**src/fetch_pkg.sv**
```systemverilog
// fetch stage shared definitions
// bank geometry, buffer depth, reset vector, request and entry
// structs, and the opcode groups used by the early decode

`default_nettype none

package fetch_pkg;

    //////////////////////////////////////////////////////////////////////
    // geometry
    //////////////////////////////////////////////////////////////////////
    localparam int NUM_BANKS          = 4;
    localparam int BANK_WORDS         = 64;
    localparam int BANK_ADDR_W        = 6;
    localparam int BANK_SEL_W         = 2;
    localparam int FETCH_BUFFER_DEPTH = 4;

    // count needs one extra state for full
    localparam int IB_COUNT_W = $clog2(FETCH_BUFFER_DEPTH + 1);
    localparam int IB_PTR_W   = $clog2(FETCH_BUFFER_DEPTH);

    // bank 1, word 0
    localparam logic [31:0] RESET_VEC = 32'h0000_0100;

    //////////////////////////////////////////////////////////////////////
    // opcode groups, instr[6:2]
    //////////////////////////////////////////////////////////////////////
    localparam logic [4:0] LUI_T       = 5'b01101;
    localparam logic [4:0] AUIPC_T     = 5'b00101;
    localparam logic [4:0] JAL_T       = 5'b11011;
    localparam logic [4:0] JALR_T      = 5'b11001;
    localparam logic [4:0] BRANCH_T    = 5'b11000;
    localparam logic [4:0] LOAD_T      = 5'b00000;
    localparam logic [4:0] STORE_T     = 5'b01000;
    localparam logic [4:0] ARITH_IMM_T = 5'b00100;
    localparam logic [4:0] ARITH_T     = 5'b01100;
    localparam logic [4:0] FENCE_T     = 5'b00011;
    localparam logic [4:0] SYSTEM_T    = 5'b11100;
    localparam logic [4:0] AMO_T       = 5'b01011;

    //////////////////////////////////////////////////////////////////////
    // structs
    //////////////////////////////////////////////////////////////////////
    // read is a fetch, write is a host load
    typedef struct packed {
        logic                   read;
        logic                   write;
        logic [BANK_ADDR_W-1:0] word_addr;
        logic [31:0]            wdata;
    } bank_req_t;

    typedef struct packed {
        logic        valid;
        logic [31:0] instr;
    } bank_rsp_t;

    typedef struct packed {
        logic [31:0] pc;
        logic [31:0] instr;
        logic        uses_rs1;
        logic        uses_rs2;
        logic        uses_rd;
    } fetch_entry_t;

endpackage

`default_nettype wire

```
**src/fetch_inst_buffer.sv**
```systemverilog
// instruction buffer between fetch and decode
// small circular FIFO, flush empties it, push and pop may
// share a cycle

`default_nettype none

module fetch_inst_buffer import fetch_pkg::*; (
    input  wire logic   clk,
    input  wire logic   rst,
    input  wire logic   flush,
    input  wire logic   push,
    input  fetch_entry_t push_entry,
    input  wire logic   pop,
    output logic        valid,
    output fetch_entry_t head
);

    fetch_entry_t          entries [FETCH_BUFFER_DEPTH];
    logic [IB_PTR_W-1:0]   wr_ptr;
    logic [IB_PTR_W-1:0]   rd_ptr;
    logic [IB_COUNT_W-1:0] count;
    logic                  pop_taken;

    // pops against an empty buffer are ignored
    assign pop_taken = pop & valid;

    // payload
    always_ff @(posedge clk) begin
        if (push)
            entries[wr_ptr] <= push_entry;
    end

    always_ff @(posedge clk) begin
        if (rst | flush) begin
            wr_ptr <= '0;
            rd_ptr <= '0;
            count  <= '0;
        end else begin
            if (push)
                wr_ptr <= wr_ptr + 1'b1;
            if (pop_taken)
                rd_ptr <= rd_ptr + 1'b1;
            if (push & ~pop_taken)
                count <= count + 1'b1;
            else if (~push & pop_taken)
                count <= count - 1'b1;
        end
    end

    assign valid = (count != '0);
    assign head  = entries[rd_ptr];

endmodule

`default_nettype wire

```
**config.mk**
```make
export PLATFORM = sky130hd
export DESIGN_NAME = fetch_inst_buffer
export DESIGN_NICKNAME = d
export VERILOG_FILES = /design/src/fetch_pkg.sv /design/src/fetch_inst_buffer.sv
export SDC_FILE = /design/constraint.sdc
export NUM_CORES = 1
export LEC_CHECK = 0
export ABC_AREA = 1
export ABC_CLOCK_PERIOD_IN_PS = 2500
export BUFFER_PORTS_ARGS = -buffer_cell sky130_fd_sc_hd__buf_2
export CORE_ASPECT_RATIO = 0.6
export CORE_MARGIN = 8
export CORE_UTILIZATION = 55
export CTS_CLUSTER_SIZE = 14
export DETAILED_ROUTE_END_ITERATION = 6
export GPL_TIMING_DRIVEN = 0
export PLACE_DENSITY_LB_ADDON = 0.15
export SLEW_MARGIN = 20
export SYNTH_ARGS = -nofsm -noshare
export SYNTH_HDL_FRONTEND = slang
export SYNTH_SLANG_ARGS = --single-unit
export TNS_END_PERCENT = 5
```
**constraint.sdc**
```tcl
create_clock -name clk -period 2.5 [get_ports clk]
set_input_delay 0.5 -clock clk [delete_from_list [all_inputs] [get_ports clk]]
set_output_delay 0.5 -clock clk [all_outputs]
set_load 0.02 [all_outputs]
```
==> reports/metrics.cfg <==
[status]
status=completed

[synth]
synth_edf_count=268
synth_mux_area_share_pct=0
synth_top_area_cell=edfxtp_1
synthesis.instances=711
async_flop_share_pct=0
syn_nets=789
synth_cell_types=21
synth_top_family_by_area=compound AO/OA/AOI/OAI gates
yosys.area_share.xor_xnor_pct=0.0842
synthMostInstantiatedCell=edfxtp_1
synth-seq-cells=277
yosysWarningCount=0
syn_avg_cell_area_um2=14.6
syn_area_um2=10400
synth_seq_area_share_pct=79.1
ys_top_cells_by_count=edfxtp_1, nor2_1, o21ai_0
synth_area_leaders=edfxtp_1, o21ai_0, nor2_1, o22ai_1, dfxtp_1
yosys.area_share.simple_pct=5.77
synth-adder-area-share_pct=0.794
synth_top_area_share_pct=77.4
synth_flop_cell=edfxtp_1
synth_compound_area_share_pct=10.9

[final_layout]
fill_cells=1310
drive_above_1_share_pct=25.5
n_antenna_cell=0
nets=959
syn_to_final_growth_pct=18.4

[clocking]
clkTransAtPathRegs_ns=0.06
cts_buffer_depth=3
root_buffer=clkbuf_16
cts_setup_buffers=0
cts_inserted_buffers=25
cts_hold_buffers=0
insertion_delay_ns=0.50
cts_tree=yes
htree_levels=1
clock-sinks=277

[timing]
skew_ns=0.00768
timing.hold.ws_ns=0.211
hold_viol=0
setup_viol=0
tightest_slew_ns=0.573
rsz0062_at_grt=no
finalCriticalPeriod_ns=2.41
relSlewSlack_pct=61.8
max_freq_mhz=415
maxSlewViolCount=0
finalCritPeriodShare_pct=96.4

[floorplan]
core_um2=18800
fp-row-count=39
die_w_um=194
initial_core_util_pct=55.4
boundaryPins=140
dieArea_um2=23700
die_height_um=123

[global_routing]
grtUsageTotal_pct=19.6
antenna_found_initial=4
overflow=0
grt_pass1_wl_um=36000
grt_max_degree=51
grt_pass1_vias=6675

[route]
first_pass_iters=4
drtIter0Drc=408
wire_per_inst_um=20.8
viasPerCell=5.64
drcViolationCount=0
vias=6434
wirelength_um=23700
drtAntennaViolNets=0

[setup_path]
path_cells=buf_6, buf_6, clkbuf_4, nor2_1, o22ai_1, buf_2
reg2reg_depth=5
cp_top_family=buffers and inverters
slowest_delay_ns=0.32
critPathCaptureType=output pin
critPathKind=flop to output pin
crit_arrival_ns=1.91
crit_cells=6
cp_common_cell=buf_6
cp.required_ns=2.00
critPathBufInv=4
worstPathMaxFanout=10
critPathSlowestCell=dfxtp_1
startpoint_type=flop

[worst_hold_path]
holdPathStages=1
hold_path.class=input port to flop

[placement]
portBuffers=139
dp_hpwl_um=14800
place.gp.congestion=0.763

[power_and_ir_drop]
powerDensity_nw_per_um2=772
p_leak_nw=4.42
vdd.ir_drop.worst_mv=0.500
fin_total_pwr_w=0.00950

[flow_run]
drv_cap=0

==> power by group <==
group / switching (W) / total, W / internal [W]
clock: 0.00149 / 0.00351 / 0.00202
combinational: 0.000495 / 0.000726 / 0.000230
sequential: 0.0000319 / 0.00526 / 0.00523
==> registers in the layout, summed over array words and instances (netlist names), named ones only <==
register,count
entries,268
count,3
rd_ptr,2
wr_ptr,2
==> per-layer routing <==
layer | vias up | share of wire (%) | global-route usage [%]
li1 | 2995 | - | -
met4 | 8 | 1.5 | 4.12
met5 | - | 0.21 | 0
met3 | 36 | 6.8 | 4.96
met2 | 220 | 49 | 33.6
met1 | 3175 | 43 | 25.4
==> cell usage in the layout (no fill, tap or decap), types with 6 or more instances in the layout <==
cell	n
edfxtp_1	268
buf_2	147
nor2_1	139
o21ai_0	133
o22ai_1	61
clkbuf_16	25
nand2_1	17
clkbuf_2	15
inv_1	10
buf_6	10
clkbuf_4	8
dfxtp_1	8
o22ai_2	6
a21oi_1	6
clkinv_1	6
==> per-stage QoR <==
step                      cell area [um2]  setup TNS (ns)  utilization [%]  cells  setup WS [ns]
final                               12300               0             65.5   1140         0.0894
after detailed placement            11500               0             61.3   1100          0.429
after global placement              11400         -242.30             60.7   1096         -0.950
after CTS                           12300         -0.0179             65.2   1140        -0.0179
after global routing                12300               0             65.5   1140        0.00446
after floorplan                     10400               0                -    711          0.189
==> cells by family after synthesis <==
family                   Yosys count
flip-flops                       277
AND/OR/NAND/NOR                  159
AO/OA/AOI/OAI                    209
adder cells (fa/ha/maj)            6
XOR/XNOR                           1
buffers and inverters             59
==> what timing repair did <==
item	4_1_cts	5_1_grt
pin swaps	0	0
resized for setup	8	14
cloned	0	0
hold endpoints to repair	0	0
setup endpoints to repair	16	26
==> layout make-up <==
cell class,instances,area [um2],area share (%)
well taps,246,308,2.50
repair buffers,143,791,6.42
clock inverters,10,92.6,0.752
flip-flops and latches,277,8230,66.9
plain buffers,43,310,2.52
inverters,16,75.1,0.610
multi-input cells,375,1860,15.1
clock buffers,30,644,5.23
==> final timing paths <==
check / startpoint / endpoint / slack (ns)
max reg2reg: wr_ptr[0]$_SDFFE_PP0P_ / entries[2][43]$_DFFE_PP_ / 0.71
min reg2reg: count[1]$_SDFFE_PP0P_ / count[1]$_SDFFE_PP0P_ / 0.51
min: push_entry[58] / entries[2][58]$_DFFE_PP_ / 0.21
max: flop / head[24] / 0.09
No activity file was read; power rests on OpenSTA's default activity.
