`config.mk`:
```
export PLATFORM = sky130hd
export DESIGN_NAME = fetch_mem_bank
export DESIGN_NICKNAME = d
export VERILOG_FILES = /design/src/fetch_pkg.sv /design/src/fetch_mem_bank.sv
export SDC_FILE = /design/constraint.sdc
export NUM_CORES = 2
export LEC_CHECK = 0
export BUFFER_PORTS_ARGS = -buffer_cell sky130_fd_sc_hd__buf_2
export CAP_MARGIN = 0
export CORE_MARGIN = 1
export CORE_UTILIZATION = 40
export CTS_BUF_LIST = sky130_fd_sc_hd__clkbuf_8
export CTS_CLUSTER_SIZE = 10
export DETAILED_ROUTE_END_ITERATION = 10
export SLEW_MARGIN = 25
export SYNTH_ARGS = -nofsm -noshare
export SYNTH_HDL_FRONTEND = slang
export SYNTH_SLANG_ARGS = --single-unit
```
`constraint.sdc`:
```
create_clock -name clk -period 10.8 [get_ports clk]
set_input_delay 2.16 -clock clk [delete_from_list [all_inputs] [get_ports clk]]
set_output_delay 2.16 -clock clk [all_outputs]
set_load 0.05 [all_outputs]
```
`src/fetch_pkg.sv`:
```
// fetch stage shared definitions
// bank geometry, buffer depth, reset vector, request and entry
// structs, and the opcode groups used by the early decode

`default_nettype none

package fetch_pkg;

    //////////////////////////////////////////////////////////////////////
    // geometry
    //////////////////////////////////////////////////////////////////////
    localparam int NUM_BANKS          = 4;
    localparam int BANK_WORDS         = 64;
    localparam int BANK_ADDR_W        = 6;
    localparam int BANK_SEL_W         = 2;
    localparam int FETCH_BUFFER_DEPTH = 4;

    // count needs one extra state for full
    localparam int IB_COUNT_W = $clog2(FETCH_BUFFER_DEPTH + 1);
    localparam int IB_PTR_W   = $clog2(FETCH_BUFFER_DEPTH);

    // bank 1, word 0
    localparam logic [31:0] RESET_VEC = 32'h0000_0100;

    //////////////////////////////////////////////////////////////////////
    // opcode groups, instr[6:2]
    //////////////////////////////////////////////////////////////////////
    localparam logic [4:0] LUI_T       = 5'b01101;
    localparam logic [4:0] AUIPC_T     = 5'b00101;
    localparam logic [4:0] JAL_T       = 5'b11011;
    localparam logic [4:0] JALR_T      = 5'b11001;
    localparam logic [4:0] BRANCH_T    = 5'b11000;
    localparam logic [4:0] LOAD_T      = 5'b00000;
    localparam logic [4:0] STORE_T     = 5'b01000;
    localparam logic [4:0] ARITH_IMM_T = 5'b00100;
    localparam logic [4:0] ARITH_T     = 5'b01100;
    localparam logic [4:0] FENCE_T     = 5'b00011;
    localparam logic [4:0] SYSTEM_T    = 5'b11100;
    localparam logic [4:0] AMO_T       = 5'b01011;

    //////////////////////////////////////////////////////////////////////
    // structs
    //////////////////////////////////////////////////////////////////////
    // read is a fetch, write is a host load
    typedef struct packed {
        logic                   read;
        logic                   write;
        logic [BANK_ADDR_W-1:0] word_addr;
        logic [31:0]            wdata;
    } bank_req_t;

    typedef struct packed {
        logic        valid;
        logic [31:0] instr;
    } bank_rsp_t;

    typedef struct packed {
        logic [31:0] pc;
        logic [31:0] instr;
        logic        uses_rs1;
        logic        uses_rs2;
        logic        uses_rd;
    } fetch_entry_t;

endpackage

`default_nettype wire

```
`src/fetch_mem_bank.sv`:
```
// instruction memory bank
// single port, one word per cycle, registered read data with a
// one cycle valid strobe, host writes through the same port

`default_nettype none

module fetch_mem_bank import fetch_pkg::*; (
    input  wire logic clk,
    input  wire logic rst,
    input  bank_req_t req,
    output bank_rsp_t rsp
);

    logic [31:0] mem [BANK_WORDS];
    logic [31:0] rdata;
    logic        rvalid;

    // storage
    always_ff @(posedge clk) begin
        if (req.write)
            mem[req.word_addr] <= req.wdata;
    end

    always_ff @(posedge clk) begin
        if (req.read)
            rdata <= mem[req.word_addr];
    end

    // valid follows the strobe by one cycle
    always_ff @(posedge clk) begin
        if (rst)
            rvalid <= 1'b0;
        else
            rvalid <= req.read;
    end

    assign rsp.valid = rvalid;
    assign rsp.instr = rdata;

endmodule

`default_nettype wire

```
==> results.cfg <==
[clocking]
cts_resized = 0
insertion_delay_ps = 1080
htreeDepth = 5
cts.sinks = 2081
clkSlewWorstSetupHoldPaths_ps = 60
cts_tree = done
cts.hold.buffers_added = 0
cts_setup_buffers = 0
cts_buffers = 342
cts-root-buf = clkbuf_8
cts_buffer_depth = 4

[finish]
layout-drive-gt1-share = 0.182
stdcell_count = 7399
nets = 4579
synthToLayoutAreaGrowth_pct = 12.7

[drt]
wl_met3_um = 24600
vias = 45500
viasPerCell = 6.14
wirelength_met1_um = 94800
drcViolationCount = 0
totalWireLength_um = 237000
top_layer_used = met5
drt_iter0_drc = 6437
dr_wl_met2_um = 110000
ant_nets = 0
firstDrtPassIters = 6
wl_per_cell_um = 32.0

[critical_path]
crit_required_ps = 11580
arrival_ps = 6400
cp-start-kind = primary input
crit_type = primary input to register
cp-end-kind = register
r2r_slack_ps = 8330
cp_max_fo = 108

[synthesis]
synth_edf_count = 2080
postSynth.asyncResetShare = 0
ys_seq_area_frac = 0.795
synth.net_count = 4324
synth_seq_cells = 2081
ys_types = 57
yosysWarningCount = 0
ys.flop_type = edfxtp_1
synth.cell_area_um2 = 78600
avgSynthCellArea_um2 = 18.4
syn_inst = 4282

[sta]
finalHoldViolCount = 0
skew_ps = 80.6
fin_crit_sh = 0.520
slew_headroom = 0.200
fmax_mhz = 178
fin_crit_ps = 5620
drv_slew = 0
tns_ps = 0
rsz0062_at_grt = no
setup_viol = 0
worst_pin_slew_ps = 1200

[floorplan]
core_area_um2 = 195000
fp-row-count = 162
die_w_um = 445
initial_core_util = 0.403
ios = 75
die_y_um = 445
die_area_um2 = 198000

[global_route]
overflow = 0
grt_pass1_wl_um = 333000
antenna_found_initial = 15
grt_pass1_vias = 43900
grt_max_degree = 109
grt.total_usage = 0.235

[pwr]
power_leakage_nw = 27.6
clockPowerShare = 0.382
vdd_ir_drop_max_uv = 159
p_per_area_nw_per_um2 = 181
comb_power_share = 0.058
switching_share = 0.236
internal_power_mw = 12.3
switchingPower_mw = 3.79
power_frac_seq = 0.561

[run]
maxCapViolations = 0

[placed_design]
dp_cells = 6816
gp_congestion = 0.864
port_buffers = 74
dpl.hpwl_um = 133000

[run_status]
status = finished clean

[min_path]
hold_class = register to register
[path summary, 6_finish.rpt]
check / from / endpoint / depth (start not counted)
setup / recovery: req[33] / rdata[22]$_DFFE_PP_ / 9
hold / removal: mem[8][22]$_DFFE_PP_ / rdata[22]$_DFFE_PP_ / 3
setup reg to reg: mem[61][23]$_DFFE_PP_ / rdata[23]$_DFFE_PP_ / 5
hold reg to reg: mem[8][22]$_DFFE_PP_ / rdata[22]$_DFFE_PP_ / 3
[state kept, by name (all words and copies together), names as in the netlist]
register	count
mem	2048
rdata	32
rvalid	1
[stage by stage]
stage | hold slack [ps] | power [mW] | util | setup WS, ps | instance area (µm²)
final | 676 | 16.1 | 0.454 | 5180 | 88600
after floorplan | 626 | 9.62 | - | 5620 | 78600
after global routing | 724 | 16.5 | 0.454 | 5210 | 88600
after CTS | 678 | 16.1 | 0.454 | 5220 | 88500
after detailed placement | 684 | 10.1 | 0.424 | 4120 | 82700
after global placement | 666 | 10.1 | 0.423 | 4120 | 82500
[worst max-delay path: stages]
cell and delay, ps:
buf_8 420, buf_12 480, inv_4 360, buf_4 470, nand2_1 740, o22ai_1 430
nor4_1 580, buf_4 210, nand4_1 80
[power by group through the flow]
| stage | registers (mW) | logic [mW] | clock network (mW) |
|---|---|---|---|
| floorplan | 9.19 | 0.427 | 0 |
| global placement | 9.17 | 0.899 | 0 |
| detailed placement | 9.17 | 0.912 | 0 |
| CTS | 9.00 | 0.913 | 6.21 |
| global route | 9.00 | 0.961 | 6.53 |
| finish | 9.00 | 0.925 | 6.13 |
[placed cells by master (no fill, tap or decap), types with 15 or more instances in the layout]
| cell type | count |
|---|---|
| mux4_2 | 49 |
| a22o_1 | 48 |
| mux2_2 | 93 |
| o21ai_0 | 66 |
| inv_1 | 107 |
| a221o_1 | 20 |
| nor4_1 | 23 |
| a211oi_1 | 17 |
| nor2_4 | 68 |
| nand2_1 | 76 |
| a21oi_1 | 84 |
| clkinv_2 | 25 |
| a32oi_1 | 15 |
| edfxtp_1 | 2080 |
| o22ai_1 | 158 |
| nor3_1 | 23 |
| buf_2 | 65 |
| clkbuf_8 | 349 |
| o22a_1 | 41 |
| a31oi_1 | 46 |
| nor2_1 | 74 |
| buf_4 | 154 |
| mux2i_1 | 162 |
| a221oi_1 | 285 |
| clkinv_1 | 83 |
| a22oi_1 | 365 |
| nand4_1 | 28 |
| o2bb2ai_1 | 31 |
[cells by family after synthesis]
family | synth area share
mux | 0.0482
compound gates | 0.115
simple gates | 0.0216
flops | 0.795
buf+inv | 0.0202
[metal layers]
layer	vias up	GRT usage
met2	2753	0.365
met4	4	0.0769
met1	23700	0.329
met5	-	0
met3	421	0.0524
li1	18600	-
[cells in the mapped netlist (9+ instances only)]
library cell	n	share of area
a22oi_1	365	0.035
a31oi_1	46	0.0037
mux4_2	49	0.014
a21oi_1	84	0.0053
nand4_1	28	0.0022
nor2_1	143	0.0068
buf_6	13	0.0019
mux2i_1	162	0.021
a221o_1	20	0.0025
a22o_1	48	0.0053
edfxtp_1	2080	0.79
buf_1	19	0.00091
nand3_1	9	0.00057
buf_2	132	0.0084
a2bb2oi_1	13	0.0014
a32oi_1	15	0.0017
nor3_1	24	0.0015
o22a_1	41	0.0046
buf_4	28	0.0027
a221oi_1	285	0.032
nand2_1	79	0.0038
o2bb2ai_1	31	0.0035
o21ai_0	66	0.0042
and2_1	10	0.00080
mux2_2	93	0.013
nor4_1	27	0.0021
a211oi_1	17	0.0016
o22ai_1	159	0.013
clkbuf_1	130	0.0062
[cell type report]
cell class                      instances  area [µm²]
Multi-Input combinational cell       1875       15200
Clock buffer                          348        4790
Fill cell                           16800      106000
Antenna cell                            4        10.0
Tap cell                             2624        3280
Clock inverter                        230        1050
Timing Repair Buffer                  233        1790
Inverter                                4        20.0
Sequential cell                      2081       62500
No activity file was read; power rests on OpenSTA's default activity.
