### src/fetch_pkg.sv
// fetch stage shared definitions
// bank geometry, buffer depth, reset vector, request and entry
// structs, and the opcode groups used by the early decode

`default_nettype none

package fetch_pkg;

    //////////////////////////////////////////////////////////////////////
    // geometry
    //////////////////////////////////////////////////////////////////////
    localparam int NUM_BANKS          = 4;
    localparam int BANK_WORDS         = 64;
    localparam int BANK_ADDR_W        = 6;
    localparam int BANK_SEL_W         = 2;
    localparam int FETCH_BUFFER_DEPTH = 4;

    // count needs one extra state for full
    localparam int IB_COUNT_W = $clog2(FETCH_BUFFER_DEPTH + 1);
    localparam int IB_PTR_W   = $clog2(FETCH_BUFFER_DEPTH);

    // bank 1, word 0
    localparam logic [31:0] RESET_VEC = 32'h0000_0100;

    //////////////////////////////////////////////////////////////////////
    // opcode groups, instr[6:2]
    //////////////////////////////////////////////////////////////////////
    localparam logic [4:0] LUI_T       = 5'b01101;
    localparam logic [4:0] AUIPC_T     = 5'b00101;
    localparam logic [4:0] JAL_T       = 5'b11011;
    localparam logic [4:0] JALR_T      = 5'b11001;
    localparam logic [4:0] BRANCH_T    = 5'b11000;
    localparam logic [4:0] LOAD_T      = 5'b00000;
    localparam logic [4:0] STORE_T     = 5'b01000;
    localparam logic [4:0] ARITH_IMM_T = 5'b00100;
    localparam logic [4:0] ARITH_T     = 5'b01100;
    localparam logic [4:0] FENCE_T     = 5'b00011;
    localparam logic [4:0] SYSTEM_T    = 5'b11100;
    localparam logic [4:0] AMO_T       = 5'b01011;

    //////////////////////////////////////////////////////////////////////
    // structs
    //////////////////////////////////////////////////////////////////////
    // read is a fetch, write is a host load
    typedef struct packed {
        logic                   read;
        logic                   write;
        logic [BANK_ADDR_W-1:0] word_addr;
        logic [31:0]            wdata;
    } bank_req_t;

    typedef struct packed {
        logic        valid;
        logic [31:0] instr;
    } bank_rsp_t;

    typedef struct packed {
        logic [31:0] pc;
        logic [31:0] instr;
        logic        uses_rs1;
        logic        uses_rs2;
        logic        uses_rd;
    } fetch_entry_t;

endpackage

`default_nettype wire

### src/fetch_merge_decode.sv
// fetch response merge and early decode
// picks the answering bank, drops responses that arrive with a
// flush, and marks which register fields the instruction uses

`default_nettype none

module fetch_merge_decode import fetch_pkg::*; (
    input  wire logic        flush,
    input  bank_rsp_t        bank_rsp [NUM_BANKS],
    input  wire logic [31:0] req_pc,
    output logic             push,
    output fetch_entry_t     push_entry
);

    logic [31:0] instr;
    logic        any_valid;
    logic [4:0]  opcode;
    logic [2:0]  fn3;
    logic [4:0]  rd_field;
    logic        csr_imm_op;
    logic        sys_op;
    logic        link_x0;

    //////////////////////////////////////////////////////////////////////
    // bank merge
    //////////////////////////////////////////////////////////////////////
    // one bank answers at most, so a masked OR is enough
    always_comb begin
        instr     = '0;
        any_valid = 1'b0;
        for (int b = 0; b < NUM_BANKS; b++) begin
            instr     = instr | ({32{bank_rsp[b].valid}} & bank_rsp[b].instr);
            any_valid = any_valid | bank_rsp[b].valid;
        end
    end

    // stale path data dies here
    assign push = any_valid & ~flush;

    //////////////////////////////////////////////////////////////////////
    // early decode
    //////////////////////////////////////////////////////////////////////
    assign opcode   = instr[6:2];
    assign fn3      = instr[14:12];
    assign rd_field = instr[11:7];

    // csr immediate forms take no rs1
    assign csr_imm_op = (opcode == SYSTEM_T) && fn3[2];
    // ecall, ebreak, xret and friends
    assign sys_op     = (opcode == SYSTEM_T) && (fn3 == 3'b000);
    // jumps that discard the link
    assign link_x0    = (opcode inside {JAL_T, JALR_T}) && (rd_field == 5'd0);

    assign push_entry.pc       = req_pc;
    assign push_entry.instr    = instr;
    assign push_entry.uses_rs1 = !((opcode inside {LUI_T, AUIPC_T, JAL_T, FENCE_T}) ||
                                   csr_imm_op || sys_op);
    assign push_entry.uses_rs2 = opcode inside {BRANCH_T, STORE_T, ARITH_T, AMO_T};
    assign push_entry.uses_rd  = !((opcode inside {BRANCH_T, STORE_T, FENCE_T}) ||
                                   sys_op || link_x0);

endmodule

`default_nettype wire

### config.mk
export PLATFORM = sky130hd
export DESIGN_NAME = fetch_merge_decode
export DESIGN_NICKNAME = d
export VERILOG_FILES = /design/src/fetch_pkg.sv /design/src/fetch_merge_decode.sv
export SDC_FILE = /design/constraint.sdc
export NUM_CORES = 1
export LEC_CHECK = 0
export BUFFER_PORTS_ARGS = -buffer_cell sky130_fd_sc_hd__buf_2
export CORE_AREA = 5 5 87 89
export DETAILED_ROUTE_END_ITERATION = 6
export DIE_AREA = 0 0 92 94
export MAX_ROUTING_LAYER = met4
export PLACE_DENSITY = 0.57
export SLEW_MARGIN = 20
export SYNTH_ARGS = -nofsm -noshare
export SYNTH_HDL_FRONTEND = slang
export SYNTH_SLANG_ARGS = --single-unit
### constraint.sdc
create_clock -name vclk -period 1.4
set_input_delay 0.21 -clock vclk [all_inputs]
set_output_delay 0.21 -clock vclk [all_outputs]
set_load 0.1 [all_outputs]
==> impl_metrics.json, run 1 <==
{
  "syn_area_um2": 1059,
  "cp_data_required_time_ns": 1.19,
  "coreArea_um2": 6681,
  "crit_arrival_ns": 1.60,
  "grt_first_pass_wirelength_um": 10360,
  "synth_area_leaders": "a22oi_1 (41%), buf_4 (23%), nand2_1 (10%)",
  "routed_wirelength_um": 7062,
  "rsz0062_at_grt": "true",
  "grt-ovfl-total": 0,
  "die-area_um2": 8648,
  "relSlewSlack_pct": 79.46,
  "hold_buffers": 0,
  "seq_cell_count": 0,
  "fin_crit_sh_pct": 129.1,
  "die_w_um": 92,
  "final_cell_mix": "buf_2 (127), buf_12 (43), a22oi_2 (31)",
  "start_util_pct": 15.84,
  "cp_max_fo": 5,
  "start_kind": "input pin",
  "ant_nets": 0,
  "fin_util_pct": 48.31,
  "fmax_mhz": 553.3,
  "synth-adder-area-share_pct": 0,
  "fillCellCount": 621,
  "status": "finished with violations",
  "layout_commonest_cell": "buf_2",
  "place.gp.congestion": 0.8478,
  "synth_top_area_cell": "a22oi_1",
  "synth_mux_area_share_pct": 0,
  "place_area_um2": 2791,
  "grt_pass1_vias": 2163,
  "failed_checks": "negative setup slack",
  "leakage_nw": 1.548,
  "ir_worst_vdd_mv": 0.3073,
  "port_buffers": 169,
  "synthDistinctLibCells": 26,
  "fin_total_pwr_mw": 1.952,
  "worst_pin_slew_ns": 0.3081,
  "syn_to_final_growth_pct": 205.0,
  "antenna_cells": 0,
  "synth_nets": 329,
  "min_period_ns": 1.807,
  "drive_gt1_share_pct": 88.48,
  "hp-class": "in2out",
  "rows": 30,
  "setup_viol": 6,
  "path_class": "in2out",
  "yosysWarnings": 0,
  "grt_usage_pct": 14.93,
  "dieHeight_um": 94,
  "regArea_um2": 0,
  "worst_slack_ns": -0.4074,
  "drv_cap": 0,
  "vias": 1983,
  "syn_avg_cell_area_um2": 6.454,
  "wire_per_inst_um": 17.22,
  "synth_xor_area_share_pct": 0,
  "hold_viol": 0,
  "drtPass1Iterations": 4,
  "drc": 0,
  "grt_max_degree": 16,
  "synthCells": 164,
  "power_density_nw_per_um2": 604.8,
  "grt_antenna_before_repair": 0,
  "end_kind": "primary output",
  "synth_top_family_by_area": "compound AO/OA/AOI/OAI gates",
  "hpwlAfterDp_um": 5797,
  "io_pins": 233,
  "synth_compound_area_share_pct": 52.01,
  "clock_buffers": 0,
  "drt_iter0_markers": 46,
  "routed_via_density": 4.837,
  "synthSimpleGateAreaFrac_pct": 19.15,
  "synth_seq_area_share_pct": 0,
  "drv_slew": 0,
  "final_nets": 497,
  "synth_top_area_share_pct": 41.13,
  "stdcell_area_um2": 3228
}
## repair_timing
item	4_1_cts	5_1_grt
pin swaps	16	22
cloned	1	1
gates resized for setup	72	11
buffers inserted	1	1
setup endpoints to repair	33	29
## worst max-delay path, stage by stage
cell	delay [ns]
buf_8	0.11
a22o_4	0.25
a221oi_4	0.22
buf_12	0.16
and4_1	0.20
a21oi_2	0.04
o211a_4	0.24
buf_12	0.16
## per-stage QoR
stage | instances | setup TNS [ns] | worst slack (ns) | hold slack [ns]
3_5_place_dp | 406 | -4.992 | -0.5242 | 0.4207
6_report | 410 | -1.361 | -0.4074 | 0.4200
2_1_floorplan | 164 | -1.963 | -0.7167 | 0.5160
5_1_grt | 410 | -1.721 | -0.4478 | 0.4201
3_3_place_gp | 406 | -4.501 | -0.5022 | 0.4207
4_1_cts | 408 | -1.318 | -0.3879 | 0.4207
## routing by layer
layer	up-vias	GRT usage, %	wire (µm)	share of wire [%]
met4	0	3.713	142	2.0
met2	126	29.20	3828	54
met5	-	-	0	0
met1	898	15.10	2390	34
li1	941	-	-	-
met3	18	3.125	701	9.9
## synth_stat cells
| library cell | number |
|---|---|
| inv_2 | 2 |
| buf_1 | 3 |
| nor2_1 | 3 |
| a221oi_4 | 1 |
| and2_1 | 1 |
| a22oi_1 | 58 |
| buf_2 | 1 |
| nor4_1 | 1 |
| and4_1 | 1 |
| nor4b_1 | 1 |
| buf_4 | 32 |
| a32oi_1 | 1 |
| or3_1 | 1 |
| o21ai_0 | 2 |
| o211a_1 | 1 |
| and3_1 | 1 |
| nand2_1 | 29 |
| a21oi_1 | 2 |
| nand4_1 | 4 |
| a22o_1 | 3 |
| a221oi_1 | 1 |
| a221oi_2 | 1 |
| nand3_1 | 1 |
| clkbuf_1 | 9 |
| nor3_1 | 2 |
| inv_1 | 2 |
## cells by family (layout without fill, tap and decap cells)
logic type,after synthesis,in the layout
simple gates,45,45
buf+inv,49,215
compound gates,70,70
## where the power goes
| group | leakage (nW) | total [mW] | switching [mW] | internal [mW] |
|---|---|---|---|---|
| Clock | 0 | 0 | 0 | 0 |
| Sequential | 0 | 0 | 0 | 0 |
| Combinational | 1.55 | 1.95 | 1.14 | 0.816 |
## final timing paths
check                   startpoint        endpoint  slack [ns]  depth (start not counted)
worst max-delay path  bank_rsp[98]   push_entry[0]       -0.41                          8
worst min-delay path    req_pc[15]  push_entry[50]        0.42                          0
## area by class of cell
type | instances | area (µm²) | area share, %
multi-input cells | 115 | 1176 | 36.43
well taps | 80 | 100.1 | 3.101
repair buffers | 211 | 1928 | 59.73
inverters | 4 | 23.77 | 0.7364
Power figures use the tool's default switching activity.
==> inputs of run 2 (changes only) <==
==> constraint.sdc (replaced) <==
create_clock -name vclk -period 1.4
set_input_delay 0.14 -clock vclk [all_inputs]
set_output_delay 0.14 -clock vclk [all_outputs]
set_load 0.1 [all_outputs]
==> run 2 against run 1 <==
The run still ends with negative setup slack left. Wire length is 1.3% higher. Combinational power decreased by 4%. Worst hold slack got worse by 0.14 ns. Worst setup slack better by 0.12 ns. Via count is essentially flat. Critical path depth did not move. Utilization fell by 3.0 points. Sequential share of layout area unchanged. First-iteration DRC count down 20%. Highest routed layer unchanged.
==> impl_metrics.json, run 2 (synthesized netlist as in run 1, its figures left out) <==
{
  "ant_nets": 0,
  "start_util_pct": 15.84,
  "routed_wirelength_um": 7155,
  "die_w_um": 92,
  "start_kind": "input pin",
  "hold_viol": 0,
  "hold_start": "req_pc[20]",
  "worst_pin_slew_ns": 0.3151,
  "grt_usage_pct": 15.00,
  "io_pins": 233,
  "grt-ovfl-total": 0,
  "cp_data_required_time_ns": 1.26,
  "drtPass1Iterations": 4,
  "dieHeight_um": 94,
  "final_nets": 499,
  "grt_max_degree": 17,
  "vias": 1982,
  "grt_antenna_before_repair": 0,
  "die-area_um2": 8648,
  "leakage_nw": 1.483,
  "routed_via_density": 4.811,
  "setup_viol": 4,
  "regArea_um2": 0,
  "drive_gt1_share_pct": 84.34,
  "end_kind": "primary output",
  "wire_per_inst_um": 17.37,
  "holdPathStages": 0,
  "drv_slew": 0,
  "clock_buffers": 0,
  "worst_slack_ns": -0.2868,
  "hpwlAfterDp_um": 5976,
  "drv_cap": 0,
  "min_period_ns": 1.687,
  "rows": 30,
  "tns_ns": -0.7935,
  "rsz0062_at_grt": "true",
  "layout_commonest_cell": "buf_2",
  "drt_iter0_markers": 37,
  "status": "finished with violations",
  "ir_worst_vdd_mv": 0.2867,
  "seq_cell_count": 0,
  "hp-class": "in2out",
  "relSlewSlack_pct": 78.99,
  "crit_arrival_ns": 1.55,
  "antenna_cells": 0,
  "fmax_mhz": 592.8,
  "drc": 0,
  "path_class": "in2out",
  "final_cell_mix": "buf_2 (129), a22oi_1 (40), buf_12 (40)",
  "coreArea_um2": 6681,
  "power_density_nw_per_um2": 620.2,
  "place.gp.congestion": 0.9245,
  "failed_checks": "negative setup slack",
  "fin_crit_sh_pct": 120.5,
  "fin_util_pct": 45.32,
  "cp_max_fo": 4,
  "hold_end": "push_entry[55]",
  "port_buffers": 169,
  "grt_pass1_vias": 2087,
  "place_area_um2": 2671,
  "syn_to_final_growth_pct": 186.1,
  "stdcell_area_um2": 3028,
  "grt_first_pass_wirelength_um": 10420
}
-- run 2: how the worst max path moves through the flow --
| stage | end | start | depth (start not counted) |
|---|---|---|---|
| 2_1_floorplan | push_entry[2] | bank_rsp[71] | 6 |
| 3_3_place_gp | push_entry[2] | bank_rsp[131] | 7 |
| 3_5_place_dp | push_entry[0] | bank_rsp[131] | 9 |
| 4_1_cts | push_entry[0] | bank_rsp[131] | 9 |
| 5_1_grt | push_entry[0] | bank_rsp[131] | 9 |
| 6_report | push_entry[0] | bank_rsp[131] | 8 |
-- run 2: cell type report --
type | instances | area [µm²]
Fill cell | 670 | 3654
Inverter | 4 | 23.77
Multi-Input combinational cell | 115 | 1075
Tap cell | 80 | 100.1
Timing Repair Buffer | 213 | 1829
-- run 2: what timing repair did --
item,in CTS,in global routing
hold buffers,0,0
setup endpoints to repair,9,11
setup buffers,10,2
pin swaps,14,5
resized for setup,47,16
-- run 2: layer usage --
layer | part of all wire (%) | up-vias | track usage, %
li1 | - | 942 | -
met1 | 35 | 909 | 15.57
met2 | 54 | 109 | 29.20
met3 | 8.6 | 22 | 2.804
met4 | 2.6 | 0 | 3.465
met5 | 0 | - | -
-- run 2: metrics by stage --
| step | std cells | hold slack (ns) | total power, mW | setup slack (ns) |
|---|---|---|---|---|
| final | 412 | 0.2800 | 1.878 | -0.2868 |
| after global routing | 412 | 0.2801 | 1.950 | -0.3535 |
| after CTS | 410 | 0.2807 | 1.845 | -0.2790 |
| after detailed placement | 400 | 0.2807 | 1.738 | -0.4771 |
| after global placement | 400 | 0.2807 | 1.728 | -0.4148 |
| after floorplan | 164 | 0.3760 | 1.401 | -0.5767 |
-- run 2: where the power goes --
part / switching (mW) / internal, mW
registers: 0 / 0
clock network: 0 / 0
logic: 1.11 / 0.769
-- run 2: worst max-delay path, cell delays in order --
cell and delay (ns):
buf_8 0.10, a22o_1 0.25, a221oi_4 0.23, buf_4 0.18, and4_1 0.18, a21oi_2 0.05
o211a_4 0.25, buf_12 0.16
