$ cat config.mk
export PLATFORM = sky130hd
export DESIGN_NAME = fetch_pc_gen
export DESIGN_NICKNAME = d
export VERILOG_FILES = /design/src/fetch_pkg.sv /design/src/fetch_pc_gen.sv
export SDC_FILE = /design/constraint.sdc
export NUM_CORES = 1
export LEC_CHECK = 0
export CELL_PAD_IN_SITES_DETAIL_PLACEMENT = 0
export CELL_PAD_IN_SITES_GLOBAL_PLACEMENT = 1
export CORE_MARGIN = 10
export CORE_UTILIZATION = 25
export DETAILED_ROUTE_END_ITERATION = 12
export DONT_BUFFER_PORTS = 1
export PLACE_DENSITY_LB_ADDON = 0.1
export SKIP_CTS_REPAIR_TIMING = 1
export SYNTH_ARGS = -nofsm -noshare
export SYNTH_HDL_FRONTEND = slang
export SYNTH_SLANG_ARGS = --single-unit
$ cat constraint.sdc
create_clock -name clk -period 7.6 [get_ports clk]
set_input_delay 0.38 -clock clk [delete_from_list [all_inputs] [get_ports clk]]
set_output_delay 0.38 -clock clk [all_outputs]
set_load 0.03 [all_outputs]
$ cat src/fetch_pkg.sv
// fetch stage shared definitions
// bank geometry, buffer depth, reset vector, request and entry
// structs, and the opcode groups used by the early decode

`default_nettype none

package fetch_pkg;

    //////////////////////////////////////////////////////////////////////
    // geometry
    //////////////////////////////////////////////////////////////////////
    localparam int NUM_BANKS          = 4;
    localparam int BANK_WORDS         = 64;
    localparam int BANK_ADDR_W        = 6;
    localparam int BANK_SEL_W         = 2;
    localparam int FETCH_BUFFER_DEPTH = 4;

    // count needs one extra state for full
    localparam int IB_COUNT_W = $clog2(FETCH_BUFFER_DEPTH + 1);
    localparam int IB_PTR_W   = $clog2(FETCH_BUFFER_DEPTH);

    // bank 1, word 0
    localparam logic [31:0] RESET_VEC = 32'h0000_0100;

    //////////////////////////////////////////////////////////////////////
    // opcode groups, instr[6:2]
    //////////////////////////////////////////////////////////////////////
    localparam logic [4:0] LUI_T       = 5'b01101;
    localparam logic [4:0] AUIPC_T     = 5'b00101;
    localparam logic [4:0] JAL_T       = 5'b11011;
    localparam logic [4:0] JALR_T      = 5'b11001;
    localparam logic [4:0] BRANCH_T    = 5'b11000;
    localparam logic [4:0] LOAD_T      = 5'b00000;
    localparam logic [4:0] STORE_T     = 5'b01000;
    localparam logic [4:0] ARITH_IMM_T = 5'b00100;
    localparam logic [4:0] ARITH_T     = 5'b01100;
    localparam logic [4:0] FENCE_T     = 5'b00011;
    localparam logic [4:0] SYSTEM_T    = 5'b11100;
    localparam logic [4:0] AMO_T       = 5'b01011;

    //////////////////////////////////////////////////////////////////////
    // structs
    //////////////////////////////////////////////////////////////////////
    // read is a fetch, write is a host load
    typedef struct packed {
        logic                   read;
        logic                   write;
        logic [BANK_ADDR_W-1:0] word_addr;
        logic [31:0]            wdata;
    } bank_req_t;

    typedef struct packed {
        logic        valid;
        logic [31:0] instr;
    } bank_rsp_t;

    typedef struct packed {
        logic [31:0] pc;
        logic [31:0] instr;
        logic        uses_rs1;
        logic        uses_rs2;
        logic        uses_rd;
    } fetch_entry_t;

endpackage

`default_nettype wire

$ cat src/fetch_pc_gen.sv
// program counter and fetch request generation
// picks the next fetch address, limits fetches in flight to the
// buffer depth and routes fetch and load requests to the banks

`default_nettype none

module fetch_pc_gen import fetch_pkg::*; (
    input  wire logic        clk,
    input  wire logic        rst,
    input  wire logic        redirect,
    input  wire logic [31:0] redirect_pc,
    input  wire logic        exception,
    input  wire logic        flush,
    input  wire logic        ib_pop,
    input  wire logic        load_en,
    input  wire logic [7:0]  load_addr,
    input  wire logic [31:0] load_data,
    output bank_req_t        bank_req [NUM_BANKS],
    output logic      [31:0] req_pc,
    output logic      [31:0] if_pc
);

    logic [31:0]           next_pc;
    logic [IB_COUNT_W-1:0] inflight_count;
    logic                  issue;

    // loads own the banks for their cycle
    assign issue = ~flush & ~load_en &
                   (inflight_count < IB_COUNT_W'(FETCH_BUFFER_DEPTH));

    // exception beats redirect
    always_comb begin
        if (exception)
            next_pc = RESET_VEC;
        else if (redirect)
            next_pc = redirect_pc;
        else
            next_pc = if_pc + 32'd4;
    end

    always_ff @(posedge clk) begin
        if (rst)
            if_pc <= RESET_VEC;
        else if (issue | flush)
            if_pc <= {next_pc[31:2], 2'b00};
    end

    always_ff @(posedge clk) begin
        if (issue)
            req_pc <= if_pc;
    end

    // issued and not yet popped, buffered entries included
    always_ff @(posedge clk) begin
        if (rst | flush)
            inflight_count <= '0;
        else if (issue & ~ib_pop)
            inflight_count <= inflight_count + 1'b1;
        else if (~issue & ib_pop)
            inflight_count <= inflight_count - 1'b1;
    end

    //////////////////////////////////////////////////////////////////////
    // per bank request routing
    //////////////////////////////////////////////////////////////////////
    always_comb begin
        for (int b = 0; b < NUM_BANKS; b++) begin
            bank_req[b].read  = issue & (if_pc[9:8] == BANK_SEL_W'(b));
            bank_req[b].write = load_en &
                                (load_addr[BANK_ADDR_W +: BANK_SEL_W] == BANK_SEL_W'(b));
            bank_req[b].word_addr = load_en ? load_addr[BANK_ADDR_W-1:0] : if_pc[7:2];
            bank_req[b].wdata     = load_data;
        end
    end

endmodule

`default_nettype wire

==> flow_summary.json, run 1 <==
{
  "hpwl_mm": 11.5,
  "worstSetupEndpoint": "if_pc[29]",
  "critical_path_class": "reg -> reg",
  "slew_headroom_pct": 27.2,
  "clock_latency_ps": 340,
  "path_clk_slew_ps": 60,
  "synth-seq-area-share_pct": 34.6,
  "design.portCount": 303,
  "maxCapViolCount": 0,
  "fillCellCount": 1940,
  "final_nets": 439,
  "synth_top_area_share_pct": 25.0,
  "clockBufferDepth": 2,
  "status": "finished, final reports clean",
  "critPathMaxFanout": 13,
  "drtAntennaViolNets": 0,
  "chipHeight_um": 154,
  "htreeDepth": 3,
  "avgSynthCellArea_um2": 8.79,
  "max_freq_mhz": 351,
  "wl_mm": 15.9,
  "via_per_inst": 5.21,
  "globalplace.congestion": 0.721,
  "synthTopCellsByArea": "buf_4 25%, edfxtp_1 20%, dfxtp_1 15%",
  "fin_tns_setup_ps": 0,
  "fin_skew_ps": 7.75,
  "grt_pass1_wl_mm": 23.1,
  "synth_cells": 513,
  "cts_sinks": 63,
  "grt_max_degree": 42,
  "synth_area_mm2": 0.00451,
  "synth_edf_count": 30,
  "overflow": 0,
  "synth_commonest_cells": "150 x buf_4, 33 x dfxtp_1, 30 x edfxtp_1",
  "pwr-share-clk_pct": 44.3,
  "crit_required_ps": 7820,
  "antenna_found_initial": 0,
  "drt_iter0_drc": 214,
  "critPathArrivalTime_ps": 3070,
  "die_area_mm2": 0.0238,
  "p_int_w": 0.000650,
  "post_drt_wl_per_cell_um": 26.9,
  "slew_viol_final": 0,
  "preCtsSetupSlack_ps": 4730,
  "ys_ff_latch": 63,
  "cts_made_buffers": 9,
  "via_count": 3078,
  "r2r_cells": 4,
  "rsz0062_at_grt": "false",
  "drc": 0,
  "r2r-end": "if_pc[29]",
  "hold_ws_ps": 106,
  "post-route-period-util_pct": 37.5,
  "synthArstFlopShare_pct": 0,
  "clock-root-buffer": "clkbuf_16",
  "netSwitchingFraction_pct": 29.6,
  "ys.warnings.count": 0,
  "startpoint": "if_pc[8]",
  "drt_first_pass_iters": 5,
  "hold_violations": 0,
  "synth_top_cell_by_area": "buf_4",
  "vdd_drop_max_mv": 0.103,
  "grt_usage_pct": 12.7,
  "crit_path_end_kind": "flip-flop",
  "cp-start-kind": "flip-flop",
  "rrSetupSlack_ps": 4750,
  "cts_tree": "yes",
  "num_rows": 49,
  "drive_gt1_share_pct": 7.73,
  "die_w_um": 154,
  "core-area_mm2": 0.0178,
  "worst_slew_pin_slew_ps": 1090,
  "synth_flop_cell": "dfxtp_1",
  "yosysMostFrequentCell": "buf_4",
  "n_antenna_cell": 0,
  "p_comb_share_pct": 9.9,
  "p_per_area_mw_per_mm2": 237,
  "setup_violations": 0,
  "seq_power_share_pct": 45.9,
  "r2r_start": "if_pc[8]",
  "start_util_pct": 25.3,
  "yosysUniqueCellTypes": 60,
  "final.min_clock_period_ps": 2850,
  "hold_path.class": "in -> reg",
  "worst_slack_ps": 4750,
  "p_leak_nw": 1.27,
  "areaGrowthSynthToFinish_pct": -13.5,
  "final_util_pct": 21.9,
  "first_global_vias": 3141,
  "port_buffers": 0,
  "netSwitchingPower_w": 0.000273
}
[final cells by class]
class                           count  area [um2]  share of cell area (%)
Clock buffer                       11         233                    5.97
Inverter                           13        48.8                    1.25
Clock inverter                      5        48.8                    1.25
Timing Repair Buffer                3        22.5                   0.578
Multi-Input combinational cell    267        1700                    43.5
Sequential cell                    63        1560                    40.1
Tap cell                          229         287                    7.35
[metrics by stage]
stage          total power [W]  instance area (um2)  cells
2_1_floorplan         0.000640                 4520    516
3_3_place_gp          0.000524                 3620    575
3_5_place_dp          0.000524                 3620    575
4_1_cts               0.000939                 3900    591
5_1_grt               0.000964                 3900    591
6_report              0.000923                 3900    591
[state kept, by name (all words and copies together), names as in the netlist]
signal and cells:
inflight_count 3, req_pc 30, if_pc 30
[logic make-up (layout without fill, tap and decap cells)]
| family | after synthesis | after routing | synth area share [%] |
|---|---|---|---|
| buf+inv | 186 | 32 | 28.1 |
| simple gates | 147 | 147 | 18.0 |
| compound gates | 101 | 101 | 15.5 |
| flops | 63 | 63 | 34.6 |
| mux | 8 | 8 | 1.94 |
| xor+xnor | 4 | 4 | 0.777 |
| fa+ha+maj | 3 | 3 | 0.999 |
| other cells | 1 | 4 | 0.0832 |
[worst max-delay path, stage by stage, from the launching register on]
cell and delay, ps:
dfxtp_1 880, nand4_2 330, nor4_1 950, a211oi_1 170, or3_1 390
[worst min-delay path by stage]
| stage | startpoint | to | cells past startpoint |
|---|---|---|---|
| global placement | flush | inflight_count[1] | 1 |
| global route | flush | inflight_count[1] | 1 |
| floorplan | flush | inflight_count[2] | 1 |
| CTS | flush | inflight_count[1] | 1 |
| finish | flush | inflight_count[1] | 1 |
| detailed placement | rst | if_pc[20] | 1 |
[routing by layer]
metal	share of wire [%]	track usage (%)
met2	51	21.3
met4	1.8	5.22
met3	9.8	5.05
met5	0	0
met1	38	14.1
[cell usage in the layout (no fill, tap or decap), types with 5 or more instances in the layout]
master / count
dfxtp_1: 33
edfxtp_1: 30
nand2_1: 27
a21oi_1: 24
nand3_1: 19
nor2_1: 16
o21ai_0: 16
nor3_1: 15
nand4_1: 14
inv_1: 13
and3_1: 11
clkbuf_16: 9
o211ai_1: 8
mux2_2: 6
and4_1: 6
nor4_1: 6
or4_1: 6
nand2b_1: 6
or3_1: 5
nor2b_1: 5
a211o_1: 5
a21o_1: 5
o31ai_1: 5
[power by group through the flow]
stage | clock network, W | registers, W | logic [W]
finish | 0.000409 | 0.000423 | 0.0000910
detailed placement | 0 | 0.000432 | 0.0000925
CTS | 0.000422 | 0.000425 | 0.0000930
global placement | 0 | 0.000431 | 0.0000924
floorplan | 0 | 0.000420 | 0.000219
global route | 0.000436 | 0.000427 | 0.000101
(Power assumes the default switching activity.)
==> inputs of run 2 (changes only) <==
==> constraint.sdc (replaced) <==
create_clock -name clk -period 2.45 [get_ports clk]
set_input_delay 0.1225 -clock clk [delete_from_list [all_inputs] [get_ports clk]]
set_output_delay 0.1225 -clock clk [all_outputs]
set_load 0.03 [all_outputs]
==> run 2 against run 1 <==
Against the previous run:
- the run now ends with hold timing left
- die area did not move
- core utilization increased by 2.0 points
- largest cell class unchanged
- sequential power rose to 3.0 times the previous value
- cell count increased by 7.6%
- clock power rose to 2.9 times the previous value
- wire length grew 4.8%
- first-iteration DRC count down 21%
- via count grew 7.0%
- global-route usage up 0.45 points
==> flow_summary.json, run 2 (synthesis gave the netlist of run 1 again) <==
{
  "post-route-period-util_pct": 90.0,
  "chipHeight_um": 154,
  "grt_max_degree": 42,
  "path_clk_slew_ps": 50,
  "crit_path_end_kind": "output pin",
  "seqCellArea_mm2": 0.00156,
  "slew_viol_final": 0,
  "critPathArrivalTime_ps": 2080,
  "rrSetupSlack_ps": 370,
  "fillCellCount": 1925,
  "cp-start-kind": "flip-flop",
  "drive_gt1_share_pct": 16.5,
  "netSwitchingPower_w": 0.000847,
  "maxCapViolCount": 0,
  "seq_power_share_pct": 43.7,
  "overflow": 0,
  "port_buffers": 0,
  "via_count": 3294,
  "grt_pass1_wl_mm": 23.7,
  "worst_path_largest_cell_delay_ps": 470,
  "drt_first_pass_iters": 4,
  "cts_sinks": 63,
  "num_rows": 49,
  "r2r_cells": 4,
  "worst_slew_pin_slew_ps": 871,
  "final.min_clock_period_ps": 2210,
  "hold-path-endpoint": "if_pc[21]",
  "layout.cells.most_common_list": "43 x buf_4, 33 x dfxtp_1, 30 x edfxtp_1",
  "p_per_area_mw_per_mm2": 671,
  "p_comb_share_pct": 14.4,
  "crit_required_ps": 2330,
  "instances_no_fill": 636,
  "clock_latency_ps": 340,
  "n_antenna_cell": 0,
  "max_freq_mhz": 453,
  "slew_headroom_pct": 41.3,
  "drtAntennaViolNets": 0,
  "rsz0062_at_grt": "false",
  "design_area_mm2": 0.00425,
  "pwr-share-clk_pct": 41.9,
  "reg.largest.list": "if_pc x30, req_pc x30, inflight_count x3",
  "worstHoldStart": "rst",
  "design.portCount": 303,
  "critical_path_class": "reg -> out",
  "wl_mm": 16.6,
  "first_global_vias": 3264,
  "clock-root-buffer": "clkbuf_16",
  "crit_chain": "or3_1 -> clkinvlp_4 -> buf_4 -> and3_1",
  "drt_iter0_drc": 168,
  "final_nets": 485,
  "globalplace.congestion": 0.765,
  "setup_violations": 0,
  "hold_path.class": "in -> reg",
  "post_drt_wl_per_cell_um": 26.2,
  "hpwl_mm": 12.4,
  "final_common_cell": "buf_4",
  "status": "finished, violations left",
  "grt_usage_pct": 13.2,
  "r2r_start": "if_pc[13]",
  "die_area_mm2": 0.0238,
  "dpl_cell_area_mm2": 0.00392,
  "cts_tree": "yes",
  "critPathMaxFanout": 31,
  "die_w_um": 154,
  "areaGrowthSynthToFinish_pct": -5.66,
  "holdPathStages": 2,
  "core-area_mm2": 0.0178,
  "cp_slowest_cell": "or3_1",
  "violations": "hold timing",
  "via_per_inst": 5.18,
  "drc": 0,
  "fin_skew_ps": 7.25,
  "start_util_pct": 25.3,
  "r2r-end": "if_pc[25]",
  "p_leak_nw": 1.49,
  "placed_cells": 615,
  "netSwitchingFraction_pct": 29.7,
  "cts_made_buffers": 9,
  "clockBufferDepth": 2,
  "p_int_w": 0.00201,
  "hold_ws_ps": -6.58,
  "vdd_drop_max_mv": 0.246,
  "fin_tns_setup_ps": 0,
  "hold_violations": 2,
  "multiInputGateArea_mm2": 0.00169,
  "antenna_found_initial": 0,
  "htreeDepth": 3
}
## run 2: stage by stage
step	worst slack [ps]	total power, W	utilization (%)
after floorplan	78.2	0.00198	-
after global placement	380	0.00167	22.0
after detailed placement	379	0.00167	22.0
after CTS	189	0.00288	23.5
after global routing	124	0.00299	23.8
final	244	0.00285	23.8
## run 2: power by group through the flow
stage / clock, W / combinational (W) / sequential, W
after CTS: 0.00123 / 0.000400 / 0.00125
after detailed placement: 0 / 0.000399 / 0.00127
after global placement: 0 / 0.000397 / 0.00127
after floorplan: 0 / 0.000681 / 0.00130
final: 0.00120 / 0.000411 / 0.00125
after global routing: 0.00129 / 0.000446 / 0.00125
## run 2: critical path: cells and delay by family (launching register included)
kind | cells | cell delay [ps]
buffers and inverters | 2 | 500
flip-flops | 1 | 340
AND/OR/NAND/NOR | 2 | 890
## run 2: how the worst max path moves through the flow
stage                       from                end  slack (ps)  cells after the start
2_1_floorplan  inflight_count[2]  inflight_count[2]          80                      9
5_1_grt        inflight_count[2]       bank_req[39]         120                      4
3_3_place_gp   inflight_count[2]  inflight_count[2]         380                      9
3_5_place_dp   inflight_count[2]  inflight_count[2]         380                      9
4_1_cts        inflight_count[2]       bank_req[39]         190                      4
6_report       inflight_count[2]       bank_req[39]         240                      4
## run 2: final cells by class
type,count,area share [%]
multi-input cells,267,39.8
flip-flops and latches,63,36.7
repair buffers,49,9.24
well taps,229,6.74
clock buffers,13,6.12
inverters,13,1.24
clock inverters,2,0.176
## run 2: layer usage
layer	share of wire (%)	routed length [um]	global-route usage (%)
met5	0	0	0
met4	2.1	353	5.67
met3	8.3	1380	4.49
met2	50	8350	22.1
met1	39	6560	14.9
==> inputs of run 3 (changes only) <==
--- a/config.mk
+++ b/config.mk
@@ -5,7 +5,7 @@
 export SDC_FILE = /design/constraint.sdc
 export NUM_CORES = 1
 export LEC_CHECK = 0
-export CELL_PAD_IN_SITES_DETAIL_PLACEMENT = 0
+export CELL_PAD_IN_SITES_DETAIL_PLACEMENT = 1
 export CELL_PAD_IN_SITES_GLOBAL_PLACEMENT = 1
 export CORE_MARGIN = 10
 export CORE_UTILIZATION = 25
==> run 3 against run 2 <==
Against the previous run:
- hold slack better by 2.6 ps
- largest cell class unchanged
- the run still ends with hold timing left
- combinational power barely moved
- sequential power about the same
- clock skew increased by 1.3 ps
==> flow_summary.json, run 3 (synthesis gave the netlist of run 1 again) <==
{
  "status": "finished, violations left",
  "violations": "hold timing",
  "rrSetupSlack_ps": 330,
  "areaGrowthSynthToFinish_pct": -6.24,
  "start_util_pct": 25.3,
  "design.portCount": 303,
  "drive_gt1_share_pct": 16.3,
  "r2r_cells": 6,
  "rsz0062_at_grt": "false",
  "p_per_area_mw_per_mm2": 662,
  "crit_buf_inv": 2,
  "grt_max_degree": 42,
  "die_area_mm2": 0.0238,
  "drtAntennaViolNets": 0,
  "worstHoldStart": "rst",
  "p_leak_nw": 1.48,
  "critPathArrivalTime_ps": 2090,
  "drc": 0,
  "drt_iter0_drc": 155,
  "clock-root-buffer": "clkbuf_16",
  "r2r_start": "inflight_count[2]",
  "multiInputGateArea_mm2": 0.00169,
  "via_count": 3308,
  "hold_path.class": "in -> reg",
  "post-route-period-util_pct": 90.1,
  "final_common_cell": "buf_4",
  "port_buffers": 0,
  "worst_path_largest_cell_delay_ps": 470,
  "grt_pass1_wl_mm": 24.4,
  "crit_required_ps": 2330,
  "totalPowerFinal_w": 0.00280,
  "path_delay_family": "simple AND/OR/NAND/NOR gates",
  "first_global_vias": 3456,
  "drt_first_pass_iters": 6,
  "globalplace.congestion": 0.765,
  "max_freq_mhz": 453,
  "wl_met2_mm": 8.60,
  "hold_violations": 3,
  "via_per_inst": 5.20,
  "reg.largest.list": "if_pc x30, req_pc x30, inflight_count x3",
  "preCtsSetupSlack_ps": 340,
  "setup_violations": 0,
  "slew_viol_final": 0,
  "fillCellCount": 2054,
  "grt_usage_pct": 13.5,
  "layout.cells.most_common_list": "43 x buf_4, 33 x dfxtp_1, 30 x edfxtp_1",
  "slew_headroom_pct": 50.8,
  "htreeDepth": 3,
  "chipHeight_um": 154,
  "critPathMaxFanout": 31,
  "fin_tns_setup_ps": 0,
  "crit_chain": "or3_1 -> clkinvlp_4 -> buf_4 -> and3_1",
  "hold-path-endpoint": "if_pc[27]",
  "hpwl_mm": 12.7,
  "critical_path_class": "reg -> out",
  "seqCellArea_mm2": 0.00156,
  "vdd_drop_max_mv": 0.285,
  "dr.max_layer_used": "met4",
  "cp_slowest_cell": "or3_1",
  "cts_tree": "yes",
  "core-area_mm2": 0.0178,
  "cts_made_buffers": 9,
  "design_area_mm2": 0.00423,
  "worst_slew_pin_slew_ps": 731,
  "final.min_clock_period_ps": 2210,
  "die_w_um": 154,
  "crit_path_end_kind": "output pin",
  "fin_skew_ps": 8.59,
  "wl_mm": 16.9,
  "clockBufferDepth": 2,
  "r2r-end": "inflight_count[0]",
  "clock_latency_ps": 340,
  "cts_sinks": 63,
  "holdPathStages": 3,
  "num_rows": 49,
  "hold_ws_ps": -3.95,
  "antenna_found_initial": 0,
  "met1_length_mm": 6.80,
  "maxCapViolCount": 0,
  "wl_met3_mm": 1.29,
  "cp-start-kind": "flip-flop",
  "path_clk_slew_ps": 60,
  "dpl_cell_area_mm2": 0.00392,
  "final_nets": 484,
  "worst_slack_ps": 242,
  "final_util_pct": 23.7,
  "post_drt_wl_per_cell_um": 26.6,
  "overflow": 0
}
run 3: worst max path at each step:
stage | end | start | slack (ps) | cells after the start
after global placement | inflight_count[2] | inflight_count[2] | 380 | 9
after detailed placement | inflight_count[2] | inflight_count[2] | 340 | 9
after global routing | bank_req[39] | inflight_count[2] | 120 | 4
after CTS | bank_req[39] | inflight_count[2] | 180 | 4
final | bank_req[39] | inflight_count[2] | 240 | 4
after floorplan | inflight_count[2] | inflight_count[2] | 80 | 9
run 3: per-layer routing:
metal  up-vias  track usage, %
li1       1481               -
met1      1619            15.2
met2       190            23.0
met3        18            4.52
met4         0            5.26
met5         -               0
run 3: power by group:
| part | switching, W | internal, W | leakage, nW |
|---|---|---|---|
| Clock | 0.000467 | 0.000671 | 0.122 |
| Sequential | 0.0000879 | 0.00116 | 0.555 |
| Combinational | 0.000294 | 0.000119 | 0.805 |
run 3: metrics by stage:
stage               hold slack, ps  cells
global placement               203    615
detailed placement             205    615
floorplan                      200    516
CTS                           -156    630
global route                -0.281    635
finish                       -3.95    636
run 3: tightest hold or removal path: cells and delay by family:
family             cells  cell delay, ps
AOI/OAI and AO/OA      1              70
and+or+nand+nor        2              80
run 3: final cells by class:
class,instances,area share [%]
inverter,13,1.24
antenna,1,0.0592
clock buffer,12,5.59
sequential,63,36.9
tap,229,6.78
clock inverter,3,0.296
timing repair buffer,48,9.06
multi-input combinational,267,40.0
